File: config.mk
export PLATFORM = sky130hd
export DESIGN_NAME = jam_top
export DESIGN_NICKNAME = d
export VERILOG_FILES = /design/src/source/jam_matrix_pkg.sv /design/src/source/jam_ctrl_pkg.sv /design/src/source/jam_loader.sv /design/src/source/jam_controller.sv /design/src/source/jam_row_lane.sv /design/src/source/jam_assigner.sv /design/src/source/jam_top.sv
export VERILOG_INCLUDE_DIRS = /design/src /design/src/source
export SDC_FILE = /design/constraint.sdc
export NUM_CORES = 2
export LEC_CHECK = 0
export BUFFER_PORTS_ARGS = -buffer_cell sky130_fd_sc_hd__buf_4
export CORE_MARGIN = 4
export CORE_UTILIZATION = 45
export CTS_CLUSTER_DIAMETER = 80
export DETAILED_ROUTE_END_ITERATION = 12
export REMOVE_ABC_BUFFERS = 1
export SYNTH_ARGS = -nofsm -noshare
export SYNTH_HDL_FRONTEND = slang
export SYNTH_SLANG_ARGS = --single-unit
File: constraint.sdc
create_clock -name clk -period 16 [get_ports clk]
set_input_delay 1.6 -clock clk [delete_from_list [all_inputs] [get_ports clk]]
set_output_delay 1.6 -clock clk [all_outputs]
set_load 0.05 [all_outputs]
File: src/source/jam_config.svh
`ifndef JAM_CONFIG_SVH
`define JAM_CONFIG_SVH

// matrix geometry
`define JAM_N 8
`define JAM_IDX_W 3

// cost and result widths
`define JAM_COST_W 7
`define JAM_SUM_W 10

// job 0 marks an unassigned row
`define JAM_JOB_W 4

// upper bound on row/column pass rounds
`define JAM_MAX_ROUNDS 8

`endif

File: src/source/jam_matrix_pkg.sv
`include "jam_config.svh"

package jam_matrix_pkg;

	// one input cost
	typedef logic [`JAM_COST_W-1:0] cost_t;

	// a full matrix row, element 0 is column 0
	typedef cost_t [`JAM_N-1:0] row_vec_t;

	// one bit per column, set where the reduced cost is zero
	typedef logic [`JAM_N-1:0] zero_mask_t;

	typedef logic [`JAM_SUM_W-1:0] sum_t;
	typedef logic [`JAM_JOB_W-1:0] job_t;

	// one output beat
	typedef struct packed {
		logic valid;
		job_t job;
		sum_t cost;
	} result_t;

endpackage

File: src/source/jam_ctrl_pkg.sv
`include "jam_config.svh"

package jam_ctrl_pkg;

	typedef enum logic [2:0] {
		PH_IDLE,
		PH_LOAD,
		PH_COL_SCAN,
		PH_COL_SUB,
		PH_ROW_SCAN,
		PH_ROW_SUB,
		PH_ASSIGN,
		PH_OUTPUT
	} phase_t;

	// commands broadcast to every row lane
	typedef enum logic [2:0] {
		OP_HOLD,
		OP_COL_SUB,
		OP_ROW_SCAN,
		OP_ROW_SUB,
		OP_CLEAR
	} lane_op_t;

	typedef struct packed {
		lane_op_t op;
		logic [`JAM_IDX_W-1:0] scan_idx;
		jam_matrix_pkg::row_vec_t col_min;
	} lane_cmd_t;

endpackage

File: src/source/jam_loader.sv
`timescale 1ns/1ps
`include "jam_config.svh"

module jam_loader (
	input logic clk,
	input logic rst_n,
	input logic in_valid,
	input jam_matrix_pkg::cost_t in_cost,
	input logic accept,
	output jam_matrix_pkg::zero_mask_t load_en,
	output jam_matrix_pkg::row_vec_t load_row,
	output logic load_done
);

	import jam_matrix_pkg::*;

	logic [`JAM_IDX_W-1:0] col_cnt;
	logic [`JAM_IDX_W-1:0] row_cnt;
	row_vec_t row_buf;
	logic sample;

	assign sample = in_valid && accept;
	assign load_row = row_buf;

	// newest cost enters at the top, so column 0 lands in element 0
	always_ff @(posedge clk) begin
		if (sample) begin
			row_buf <= {in_cost, row_buf[`JAM_N-1:1]};
		end
	end

	// ------------------------------------------------------------------
	// column / row counters and lane write strobes
	// ------------------------------------------------------------------
	always_ff @(posedge clk or negedge rst_n) begin
		if (!rst_n) begin
			col_cnt <= '0;
			row_cnt <= '0;
			load_en <= '0;
			load_done <= 1'b0;
		end else begin
			load_en <= '0;
			load_done <= 1'b0;
			if (sample) begin
				col_cnt <= col_cnt + 1'b1;
				if (col_cnt == `JAM_IDX_W'(`JAM_N - 1)) begin
					load_en[row_cnt] <= 1'b1;
					row_cnt <= row_cnt + 1'b1;
					// last row of the matrix
					load_done <= (row_cnt == `JAM_IDX_W'(`JAM_N - 1));
				end
			end
		end
	end

endmodule

File: src/source/jam_controller.sv
`timescale 1ns/1ps
`include "jam_config.svh"

module jam_controller (
	input logic clk,
	input logic rst_n,
	input logic in_valid,
	input logic load_done,
	input jam_matrix_pkg::row_vec_t cur_rows [`JAM_N],
	input logic assign_done,
	output logic accept,
	output jam_ctrl_pkg::lane_cmd_t lane_cmd,
	output logic assign_start
);

	import jam_matrix_pkg::*;
	import jam_ctrl_pkg::*;

	phase_t phase;
	phase_t phase_nxt;
	logic [`JAM_IDX_W-1:0] cnt;
	logic [`JAM_IDX_W-1:0] cnt_nxt;
	row_vec_t col_min;
	row_vec_t col_min_nxt;
	logic last;

	assign last = (cnt == `JAM_IDX_W'(`JAM_N - 1));
	assign accept = (phase == PH_IDLE) || (phase == PH_LOAD);

	// ------------------------------------------------------------------
	// phase sequencer
	// ------------------------------------------------------------------
	always_comb begin
		phase_nxt = phase;
		cnt_nxt = cnt;
		case (phase)
			PH_IDLE: begin
				if (in_valid) begin
					phase_nxt = PH_LOAD;
				end
			end
			PH_LOAD: begin
				if (load_done) begin
					phase_nxt = PH_COL_SCAN;
					cnt_nxt = '0;
				end
			end
			PH_COL_SCAN: begin
				cnt_nxt = cnt + 1'b1;
				if (last) begin
					phase_nxt = PH_COL_SUB;
				end
			end
			PH_COL_SUB: phase_nxt = PH_ROW_SCAN;
			PH_ROW_SCAN: begin
				cnt_nxt = cnt + 1'b1;
				if (last) begin
					phase_nxt = PH_ROW_SUB;
				end
			end
			PH_ROW_SUB: phase_nxt = PH_ASSIGN;
			PH_ASSIGN: begin
				if (assign_done) begin
					phase_nxt = PH_IDLE;
				end
			end
			default: phase_nxt = PH_IDLE;
		endcase
	end

	always_ff @(posedge clk or negedge rst_n) begin
		if (!rst_n) begin
			phase <= PH_IDLE;
			cnt <= '0;
			assign_start <= 1'b0;
		end else begin
			phase <= phase_nxt;
			cnt <= cnt_nxt;
			// masks are settled once ROW_SUB has landed
			assign_start <= (phase == PH_ROW_SUB);
		end
	end

	// running element-wise column minimum, one lane per cycle
	always_comb begin
		col_min_nxt = col_min;
		if (phase == PH_COL_SCAN) begin
			for (int j = 0; j < `JAM_N; j++) begin
				if (cnt == '0 || cur_rows[cnt][j] < col_min[j]) begin
					col_min_nxt[j] = cur_rows[cnt][j];
				end
			end
		end
	end

	always_ff @(posedge clk) begin
		col_min <= col_min_nxt;
	end

	always_comb begin
		lane_cmd.op = OP_HOLD;
		lane_cmd.scan_idx = cnt;
		lane_cmd.col_min = col_min;
		case (phase)
			PH_IDLE: lane_cmd.op = OP_CLEAR;
			PH_COL_SUB: lane_cmd.op = OP_COL_SUB;
			PH_ROW_SCAN: lane_cmd.op = OP_ROW_SCAN;
			PH_ROW_SUB: lane_cmd.op = OP_ROW_SUB;
			default: lane_cmd.op = OP_HOLD;
		endcase
	end

endmodule

File: src/source/jam_row_lane.sv
`timescale 1ns/1ps
`include "jam_config.svh"

module jam_row_lane (
	input logic clk,
	input logic rst_n,
	input logic load_en,
	input jam_matrix_pkg::row_vec_t load_row,
	input jam_ctrl_pkg::lane_cmd_t lane_cmd,
	output jam_matrix_pkg::row_vec_t cur_row,
	output jam_matrix_pkg::row_vec_t orig_row,
	output jam_matrix_pkg::zero_mask_t zero_mask
);

	import jam_matrix_pkg::*;
	import jam_ctrl_pkg::*;

	cost_t row_min;

	// row minimum, rebuilt one column per ROW_SCAN cycle
	always_ff @(posedge clk or negedge rst_n) begin
		if (!rst_n) begin
			row_min <= '1;
		end else begin
			case (lane_cmd.op)
				OP_CLEAR: row_min <= '1;
				OP_ROW_SCAN: begin
					if (cur_row[lane_cmd.scan_idx] < row_min) begin
						row_min <= cur_row[lane_cmd.scan_idx];
					end
				end
				default: row_min <= row_min;
			endcase
		end
	end

	// ------------------------------------------------------------------
	// working row and original copy
	// ------------------------------------------------------------------
	always_ff @(posedge clk) begin
		if (load_en) begin
			cur_row <= load_row;
			orig_row <= load_row;
		end else begin
			case (lane_cmd.op)
				OP_COL_SUB: begin
					for (int j = 0; j < `JAM_N; j++) begin
						cur_row[j] <= cur_row[j] - lane_cmd.col_min[j];
					end
				end
				OP_ROW_SUB: begin
					for (int j = 0; j < `JAM_N; j++) begin
						cur_row[j] <= cur_row[j] - row_min;
					end
				end
				default: cur_row <= cur_row;
			endcase
		end
	end

	always_comb begin
		for (int j = 0; j < `JAM_N; j++) begin
			zero_mask[j] = (cur_row[j] == '0);
		end
	end

endmodule

File: src/source/jam_assigner.sv
`timescale 1ns/1ps
`include "jam_config.svh"

module jam_assigner (
	input logic clk,
	input logic rst_n,
	input logic assign_start,
	input jam_matrix_pkg::zero_mask_t zero_masks [`JAM_N],
	input jam_matrix_pkg::row_vec_t orig_rows [`JAM_N],
	output jam_matrix_pkg::result_t result,
	output logic assign_done
);

	import jam_matrix_pkg::*;

	typedef enum logic [1:0] {
		S_IDLE,
		S_ROW,
		S_COL,
		S_OUT
	} state_t;

	state_t state;
	logic [`JAM_IDX_W-1:0] idx;
	logic [$clog2(`JAM_MAX_ROUNDS+1)-1:0] round;
	logic found;

	// zeros not yet taken, and the per-row picks
	zero_mask_t live [`JAM_N];
	job_t job [`JAM_N];
	sum_t sum;

	zero_mask_t col_live;
	zero_mask_t assigned;
	logic take;
	logic [`JAM_IDX_W-1:0] take_row;
	logic [`JAM_IDX_W-1:0] take_col;
	logic all_done;

	// position of the single set bit
	function automatic logic [`JAM_IDX_W-1:0] one_pos(input zero_mask_t m);
		logic [`JAM_IDX_W-1:0] pos;
		pos = '0;
		for (int i = 0; i < `JAM_N; i++) begin
			if (m[i]) begin
				pos = `JAM_IDX_W'(i);
			end
		end
		return pos;
	endfunction

	always_comb begin
		for (int r = 0; r < `JAM_N; r++) begin
			col_live[r] = live[r][idx];
			assigned[r] = (job[r] != '0);
		end
	end

	// ------------------------------------------------------------------
	// single-zero pick for the current row or column
	// ------------------------------------------------------------------
	always_comb begin
		take = 1'b0;
		take_row = idx;
		take_col = idx;
		if (state == S_ROW && $countones(live[idx]) == 1) begin
			take = 1'b1;
			take_col = one_pos(live[idx]);
		end else if (state == S_COL && $countones(col_live) == 1) begin
			take = 1'b1;
			take_row = one_pos(col_live);
		end
	end

	assign all_done = take && ($countones(assigned) == `JAM_N - 1);

	always_ff @(posedge clk or negedge rst_n) begin
		if (!rst_n) begin
			state <= S_IDLE;
			idx <= '0;
			round <= '0;
			found <= 1'b0;
		end else begin
			case (state)
				S_IDLE: begin
					if (assign_start) begin
						state <= S_ROW;
						idx <= `JAM_IDX_W'(`JAM_N - 1);
						round <= '0;
						found <= 1'b0;
					end
				end
				S_ROW: begin
					// wraps to 7 for the column pass
					idx <= idx - 1'b1;
					found <= found || take;
					if (all_done) begin
						state <= S_OUT;
						idx <= '0;
					end else if (idx == '0) begin
						state <= S_COL;
					end
				end
				S_COL: begin
					idx <= idx - 1'b1;
					found <= found || take;
					if (all_done) begin
						state <= S_OUT;
						idx <= '0;
					end else if (idx == '0) begin
						found <= 1'b0;
						round <= round + 1'b1;
						if (!(found || take) || round == `JAM_MAX_ROUNDS - 1) begin
							state <= S_OUT;
							idx <= '0;
						end else begin
							state <= S_ROW;
						end
					end
				end
				S_OUT: begin
					idx <= idx + 1'b1;
					if (idx == `JAM_IDX_W'(`JAM_N - 1)) begin
						state <= S_IDLE;
					end
				end
				default: state <= S_IDLE;
			endcase
		end
	end

	// taking a zero retires its row and its column
	always_ff @(posedge clk) begin
		if (state == S_IDLE && assign_start) begin
			for (int r = 0; r < `JAM_N; r++) begin
				live[r] <= zero_masks[r];
				job[r] <= '0;
			end
			sum <= '0;
		end else if (take) begin
			for (int r = 0; r < `JAM_N; r++) begin
				if (r == int'(take_row)) begin
					live[r] <= '0;
				end else begin
					live[r][take_col] <= 1'b0;
				end
			end
			job[take_row] <= job_t'(take_col) + 1'b1;
			sum <= sum + sum_t'(orig_rows[take_row][take_col]);
		end
	end

	// ------------------------------------------------------------------
	// result stream, zero outside the burst
	// ------------------------------------------------------------------
	always_ff @(posedge clk or negedge rst_n) begin
		if (!rst_n) begin
			result <= '0;
			assign_done <= 1'b0;
		end else begin
			result <= '0;
			assign_done <= 1'b0;
			if (state == S_OUT) begin
				result.valid <= 1'b1;
				result.job <= job[idx];
				result.cost <= sum;
				assign_done <= (idx == `JAM_IDX_W'(`JAM_N - 1));
			end
		end
	end

endmodule

File: src/source/jam_top.sv
`timescale 1ns/1ps
`include "jam_config.svh"

module jam_top (
	input logic clk,
	input logic rst_n,
	input logic in_valid,
	input jam_matrix_pkg::cost_t in_cost,
	output logic out_valid,
	output jam_matrix_pkg::job_t out_job,
	output jam_matrix_pkg::sum_t out_cost
);

	jam_matrix_pkg::zero_mask_t load_en;
	jam_matrix_pkg::row_vec_t load_row;
	logic load_done;
	logic accept;
	jam_ctrl_pkg::lane_cmd_t lane_cmd;
	logic assign_start;
	logic assign_done;
	jam_matrix_pkg::row_vec_t cur_rows [`JAM_N];
	jam_matrix_pkg::row_vec_t orig_rows [`JAM_N];
	jam_matrix_pkg::zero_mask_t zero_masks [`JAM_N];
	jam_matrix_pkg::result_t result;

	jam_loader i_loader (
		.clk(clk),
		.rst_n(rst_n),
		.in_valid(in_valid),
		.in_cost(in_cost),
		.accept(accept),
		.load_en(load_en),
		.load_row(load_row),
		.load_done(load_done)
	);

	jam_controller i_controller (
		.clk(clk),
		.rst_n(rst_n),
		.in_valid(in_valid),
		.load_done(load_done),
		.cur_rows(cur_rows),
		.assign_done(assign_done),
		.accept(accept),
		.lane_cmd(lane_cmd),
		.assign_start(assign_start)
	);

	// one lane per matrix row
	for (genvar i = 0; i < `JAM_N; i++) begin : g_lane
		jam_row_lane i_lane (
			.clk(clk),
			.rst_n(rst_n),
			.load_en(load_en[i]),
			.load_row(load_row),
			.lane_cmd(lane_cmd),
			.cur_row(cur_rows[i]),
			.orig_row(orig_rows[i]),
			.zero_mask(zero_masks[i])
		);
	end

	jam_assigner i_assigner (
		.clk(clk),
		.rst_n(rst_n),
		.assign_start(assign_start),
		.zero_masks(zero_masks),
		.orig_rows(orig_rows),
		.result(result),
		.assign_done(assign_done)
	);

	assign out_valid = result.valid;
	assign out_job = result.job;
	assign out_cost = result.cost;

endmodule

**Word-level counts from Yosys, hierarchy flattened**

Memories as Yosys holds them, arrays and structs flattened.
Cells that the tools add are included.
W data, S select, Z words.

- Add/subtract/negate cells: 157
- Order comparisons: 24
- Eq/ne operators: 47
- Muxes and demuxes: 276
- Bitwise operators: 74
- Reductions and logical operators: 132

Operators with widths:

| kind | count |
|---|---|
| $pmux W56 S2 | 8 |
| $sub A7 B7 Y7 | 128 |
| $mux W56 | 12 |
| $logic_not A7 Y1 | 64 |
| $bmux W56 S3 | 2 |
| $add A32 B32 Y32 | 9 |
| $bmux W7 S3 | 9 |
| $mux W1 | 146 |
| $mux W8 | 18 |
| $mux W7 | 17 |
| $lt A7 B7 Y1 | 16 |
| $pmux W7 S2 | 8 |
| $or A1 B1 Y1 | 72 |
| $mux W3 | 23 |
| $eq A32 B2 Y1 const B | 2 |
| $reduce_and A2 Y1 | 19 |
| $eq A32 B4 Y1 const B | 1 |
| $reduce_bool A4 Y1 | 8 |
| $reduce_bool A3 Y1 | 9 |
| $add A1 B1 Y2 | 12 |
| $bmux W1 S3 | 8 |
| $eq A3 B3 Y1 const B | 8 |
| $ne A2 B1 Y1 const B | 12 |
| $pmux W3 S4 | 2 |
| other kinds (38) | 97 |

- Register bits: 1,122
- Bits in writable memories: 96
- Bits of input ports: 10
- Output and inout port bits: 15
- Word-level logic and storage cells: 880
- Memories kept: 2

Memories:

| name | depth | bits a word | rd ports | clocked after memory_dff | write ports | line | source |
|---|---|---|---|---|---|---|---|
| i_assigner.live | 8 | 8 | 9 | 0 | 8 | jam_assigner.sv:29 | `` zero_mask_t live [`JAM_N]; `` |
| i_assigner.job | 8 | 4 | 9 | 0 | 8 | jam_assigner.sv:30 | `` job_t job [`JAM_N]; `` |

**Logic depth before layout (Yosys ltp)**

An unclocked memory read counts as a cell.

- Word-level depth: 19
- Mapped depth: 41
- Mapped depth without buffers: 33

**Modules after synthesis**

A second synthesis with hierarchy kept.

- Cells, all modules: 7,392
- Area total of the unflattened synthesis: 79,695.2 um^2

By module, submodules not included:

| module | instances | cells each | area each (um^2) | sequential area each (um^2) |
|---|---|---|---|---|
| jam_row_lane (g_lane[1].i_lane ...) | 7 | 681 | 7,324.5 | 3,547.2 |
| jam_assigner | 1 | 1,345 | 12,010.3 | 3,333.2 |
| jam_row_lane (g_lane[0].i_lane) | 1 | 684 | 7,359.6 | 3,547.2 |
| jam_controller | 1 | 496 | 6,794.0 | 1,856.8 |
| jam_loader | 1 | 100 | 2,259.7 | 2,057.0 |

**Least setup slack after synthesis**

Ideal clock, no wire load.

- Path kind: register to register
- Start: register i_assigner.idx[0]
- End: register i_assigner.sum[8]
- Arrival: 7,995 ps
- Path slack: 7,934 ps
- Stages on the path, launching flop included: 41
- Period minus slack after synthesis: 8,066 ps
- Cell sequence: dfrtp_1 > buf_6 > buf_6 > buf_2 > buf_2 > buf_1 > mux4_2 > nor2_1 > nor2_1 > ha_1 > inv_1 > fa_1 > fa_1 > inv_1 > ha_1 > inv_1 > fa_1 > and3_1 > [5 not listed] > buf_6 > buf_4 > buf_2 > a311oi_1 > nor3_1 > nor4_1 > o2111a_1 > ha_1 > inv_1 > fa_1 > inv_1 > a21oi_1 > o21bai_1 > a21o_1 > a21o_1 > a21oi_1 > or3_1 > a21oi_1

- Longest elaborated chain between the ends: 18
- Elaborated cells between the ends (all ways): 61
- Those cells by class: add/sub (15); eq/ne (2); mux (40); bitwise (1); reduce/logical (2); memory (1)

Ends and longest elaborated chain:

| element | line | source |
|---|---|---|
| start, declared | jam_assigner.sv:24 | `` logic [`JAM_IDX_W-1:0] idx; `` |
| start signal, assigned | jam_assigner.sv:88 | `` idx <= `JAM_IDX_W'(`JAM_N - 1); `` |
| start signal, assigned | jam_assigner.sv:95 | `idx <= idx - 1'b1;` |
| start signal, assigned | jam_assigner.sv:105 | `idx <= idx - 1'b1;` |
| parallel branches: the longest is 18 deep, another holds $add A32 B32 Y32 | n/a |  |
| end signal, assigned | jam_assigner.sv:149 | `sum <= sum + sum_t'(orig_rows[take_row][take_col]);` |
| end, declared | jam_assigner.sv:31 | `sum_t sum;` |

Parallel ways; which one is timed is not known. The select of a mux whose other input is x is not followed.
A chain may end at the register's enable or synchronous reset.

**Final worst setup path**

- Start: register i_assigner.idx[0]
- End: register i_assigner.sum[9]

Same word-level chain as after synthesis.

==> flow_summary.toml <==
[status]
status = "finished clean"

[place]
port_buffers = 24
place_hpwl_um = 223000
gp_congestion = 1.03

[timing]
worst_pin_slew_ns = 1.42
fin_skew_ns = 0.0433
fmax_mhz = 105
fin_setup_tns_ns = 0
period_needed_ns = 9.48
setup_viol = 0
hold_viol = 0
rsz0062_at_grt = "false"
maxSlewViolCount = 0
fin_crit_sh_pct = 59.3
max_slew_margin_pct = 4.35

[floorplan]
die_x_um = 420
die-area_sq_um = 176000
die_y_um = 420
coreArea_sq_um = 168000
ioPinCount = 25
placementRows = 150
start_util_pct = 45.5

[routing]
wl_um = 308000
drc = 0
ant_nets = 0
drt_iter0_drc = 8391
viasPerCell = 6.45
via_count = 59100
wl_per_cell_um = 33.6
drt_pass1_iterations = 6

[critical_path]
rrSetupSlack_ns = 6.52
cp.arrival_ns = 10.13
r2r-end = "i_assigner.sum[9]"
cp-start-kind = "flip-flop"
endpoint_kind = "flip-flop"
crit_fanout = 131
crit_type = "reg -> reg"
critical-path-slowest-cell = "or2_4"
r2r-start = "i_assigner.idx[0]"
rr_worst_depth = 32
critical-path-max-stage-delay_ns = 0.77
cp_data_required_time_ns = 16.65

[clocking]
htreeDepth = 4
clock_latency_ns = 0.82
cts-root-buf = "clkbuf_16"
cts_setup_buffers = 0
clock_path_buffers = 3
clkSinkCount = 1218
hold_buffers = 0
cts_tree = "done"
cts_resized = 0
cts_inserted_buffers = 148
clk_pin_slew_ns = 0.06

[grt]
grt_start_max_net_pins = 132
grt-ovfl-total = 0
grt_pass1_wl_um = 428000
grt_pass1_vias = 56300
track_usage_pct = 34.4
grt_antenna_before_repair = 33

[yosys]
ys_types = 91
avgSynthCellArea_sq_um = 11.1
yosysWarnings = 0
synth-edff-count = 1064
synthArstFlopShare_pct = 8.54
netlist_instances = 6855
synth_seq_cells = 1218
synth_area_sq_um = 76400
synthFlopType = "edfxtp_1"
ys_seq_area_share_pct = 46.6

[cells_and_area]
seq_area_sq_um = 35700
final_cell_mix = "edfxtp_1, nand2_1, nor2_1"
fillers = 14800
area_growth_pct = 10.6
drive_above_1_share_pct = 14.3
layout_commonest_cell = "edfxtp_1"
multi_input_area_sq_um = 38300
layout.nets = 7462

[worst_hold_path]
hold_path_startpoint = "i_loader.load_row[19]"
min_to = "i_loader.load_row[12]"
hold_path_class = "reg -> reg"
holdPathStages = 0

[job]
drv_cap = 0
==> synth_stat cells (all sizes together), types with 30 or more instances <==
cell	count	area [sq um]
dfrtp	48	1200
dfxtp	50	1000
nand2b	30	188
mux2i	130	1300
nor3	188	941
buf	135	694
fa	77	1540
clkbuf	217	815
nor2b	34	213
nand2	859	3230
a21oi	331	1660
a21o	271	2030
mux2	180	2030
nand3	113	566
nor2	584	2190
xor2	72	631
o21ai	418	2100
and3	57	357
xnor2	325	2850
edfxtp	1064	32000
dfstp	56	1470
inv	371	1390
mux4	263	5930
ha	528	6610
o21bai	67	503
nor4	93	588
==> flip-flops by register name, indices dropped and copies added, names as in the netlist <==
signal                     count
g_lane.i_lane.cur_row        448
g_lane.i_lane.orig_row       448
i_assigner.live               64
g_lane.i_lane.row_min         56
i_controller.lane_cmd         56
i_loader.load_row             56
i_assigner.job                32
i_assigner.result             15
i_assigner.sum                10
i_loader.load_en               8
i_assigner.round               4
i_assigner.idx                 3
i_controller.cnt               3
i_controller.phase             3
i_loader.col_cnt               3
i_loader.row_cnt               3
i_assigner.state               2
i_assigner.assign_done         1
i_assigner.found               1
i_controller.assign_start      1
i_loader.load_done             1
==> area by class of cell <==
type | instances | area share (%)
Multi-Input combinational cell | 4913 | 45.3
Sequential cell | 1218 | 42.2
Clock inverter | 75 | 0.996
Inverter | 372 | 1.65
Clock buffer | 194 | 4.82
Antenna cell | 4 | 0.0118
Timing Repair Buffer | 194 | 1.77
Tap cell | 2204 | 3.26
==> metrics by stage <==
stage | worst slack (ns) | utilization (%) | std cells | instance area [sq um] | hold WS (ns)
final | 6.52 | 50.3 | 9174 | 84500 | 0.447
after global routing | 5.76 | 50.3 | 9170 | 84500 | 0.455
after CTS | 6.55 | 50.3 | 9170 | 84500 | 0.449
after detailed placement | 6.57 | 47.4 | 8901 | 79600 | 0.434
after global placement | 6.69 | 47.4 | 8901 | 79600 | 0.429
after floorplan | 3.98 | - | 6503 | 74900 | 0.445
==> cell families after synthesis <==
kind of cell / after synthesis / synth area share, %
compound gates: 1322 / 10.9
xor+xnor: 397 / 4.55
fa+ha+maj: 605 / 10.7
flops: 1218 / 46.6
buf+inv: 724 / 3.80
simple gates: 2016 / 11.4
mux: 573 / 12.1
==> worst max path at each step <==
stage,start,to,slack [ns],depth (start not counted)
6_report,i_assigner.idx[0],i_assigner.sum[9],6.52,32
3_3_place_gp,i_assigner.idx[0],i_assigner.sum[8],6.69,35
5_1_grt,i_assigner.idx[0],i_assigner.sum[9],5.76,35
3_5_place_dp,i_assigner.idx[0],i_assigner.sum[9],6.57,35
2_1_floorplan,i_assigner.idx[0],i_assigner.sum[8],3.98,30
4_1_cts,i_assigner.idx[0],i_assigner.sum[9],6.55,35
==> per-layer routing <==
layer  vias up  share of wire, %  GRT usage (%)  wire length (um)
li1      25100                 -              -                 -
met1     29300                37           44.5            115000
met2      3772                44           52.3            135000
met3       908                12           8.87             35700
met4        22               7.3           20.1             22400
met5         -             0.048          0.194               149
==> critical path: cells and delay by family, from the launching register on <==
family                     cells  cell delay (ns)
AOI/OAI and AO/OA              9             2.18
DFF                            1             0.54
xor gates and xnor gates       1             0.15
muxes                          5             1.40
and+or+nand+nor                7             1.47
buffers and inverters          4             1.13
adders and majority gates      6             2.16
Power is left out: the tool's default activity adds up to more than one toggle a clock period on the data nets, which glitch-free logic cannot reach.
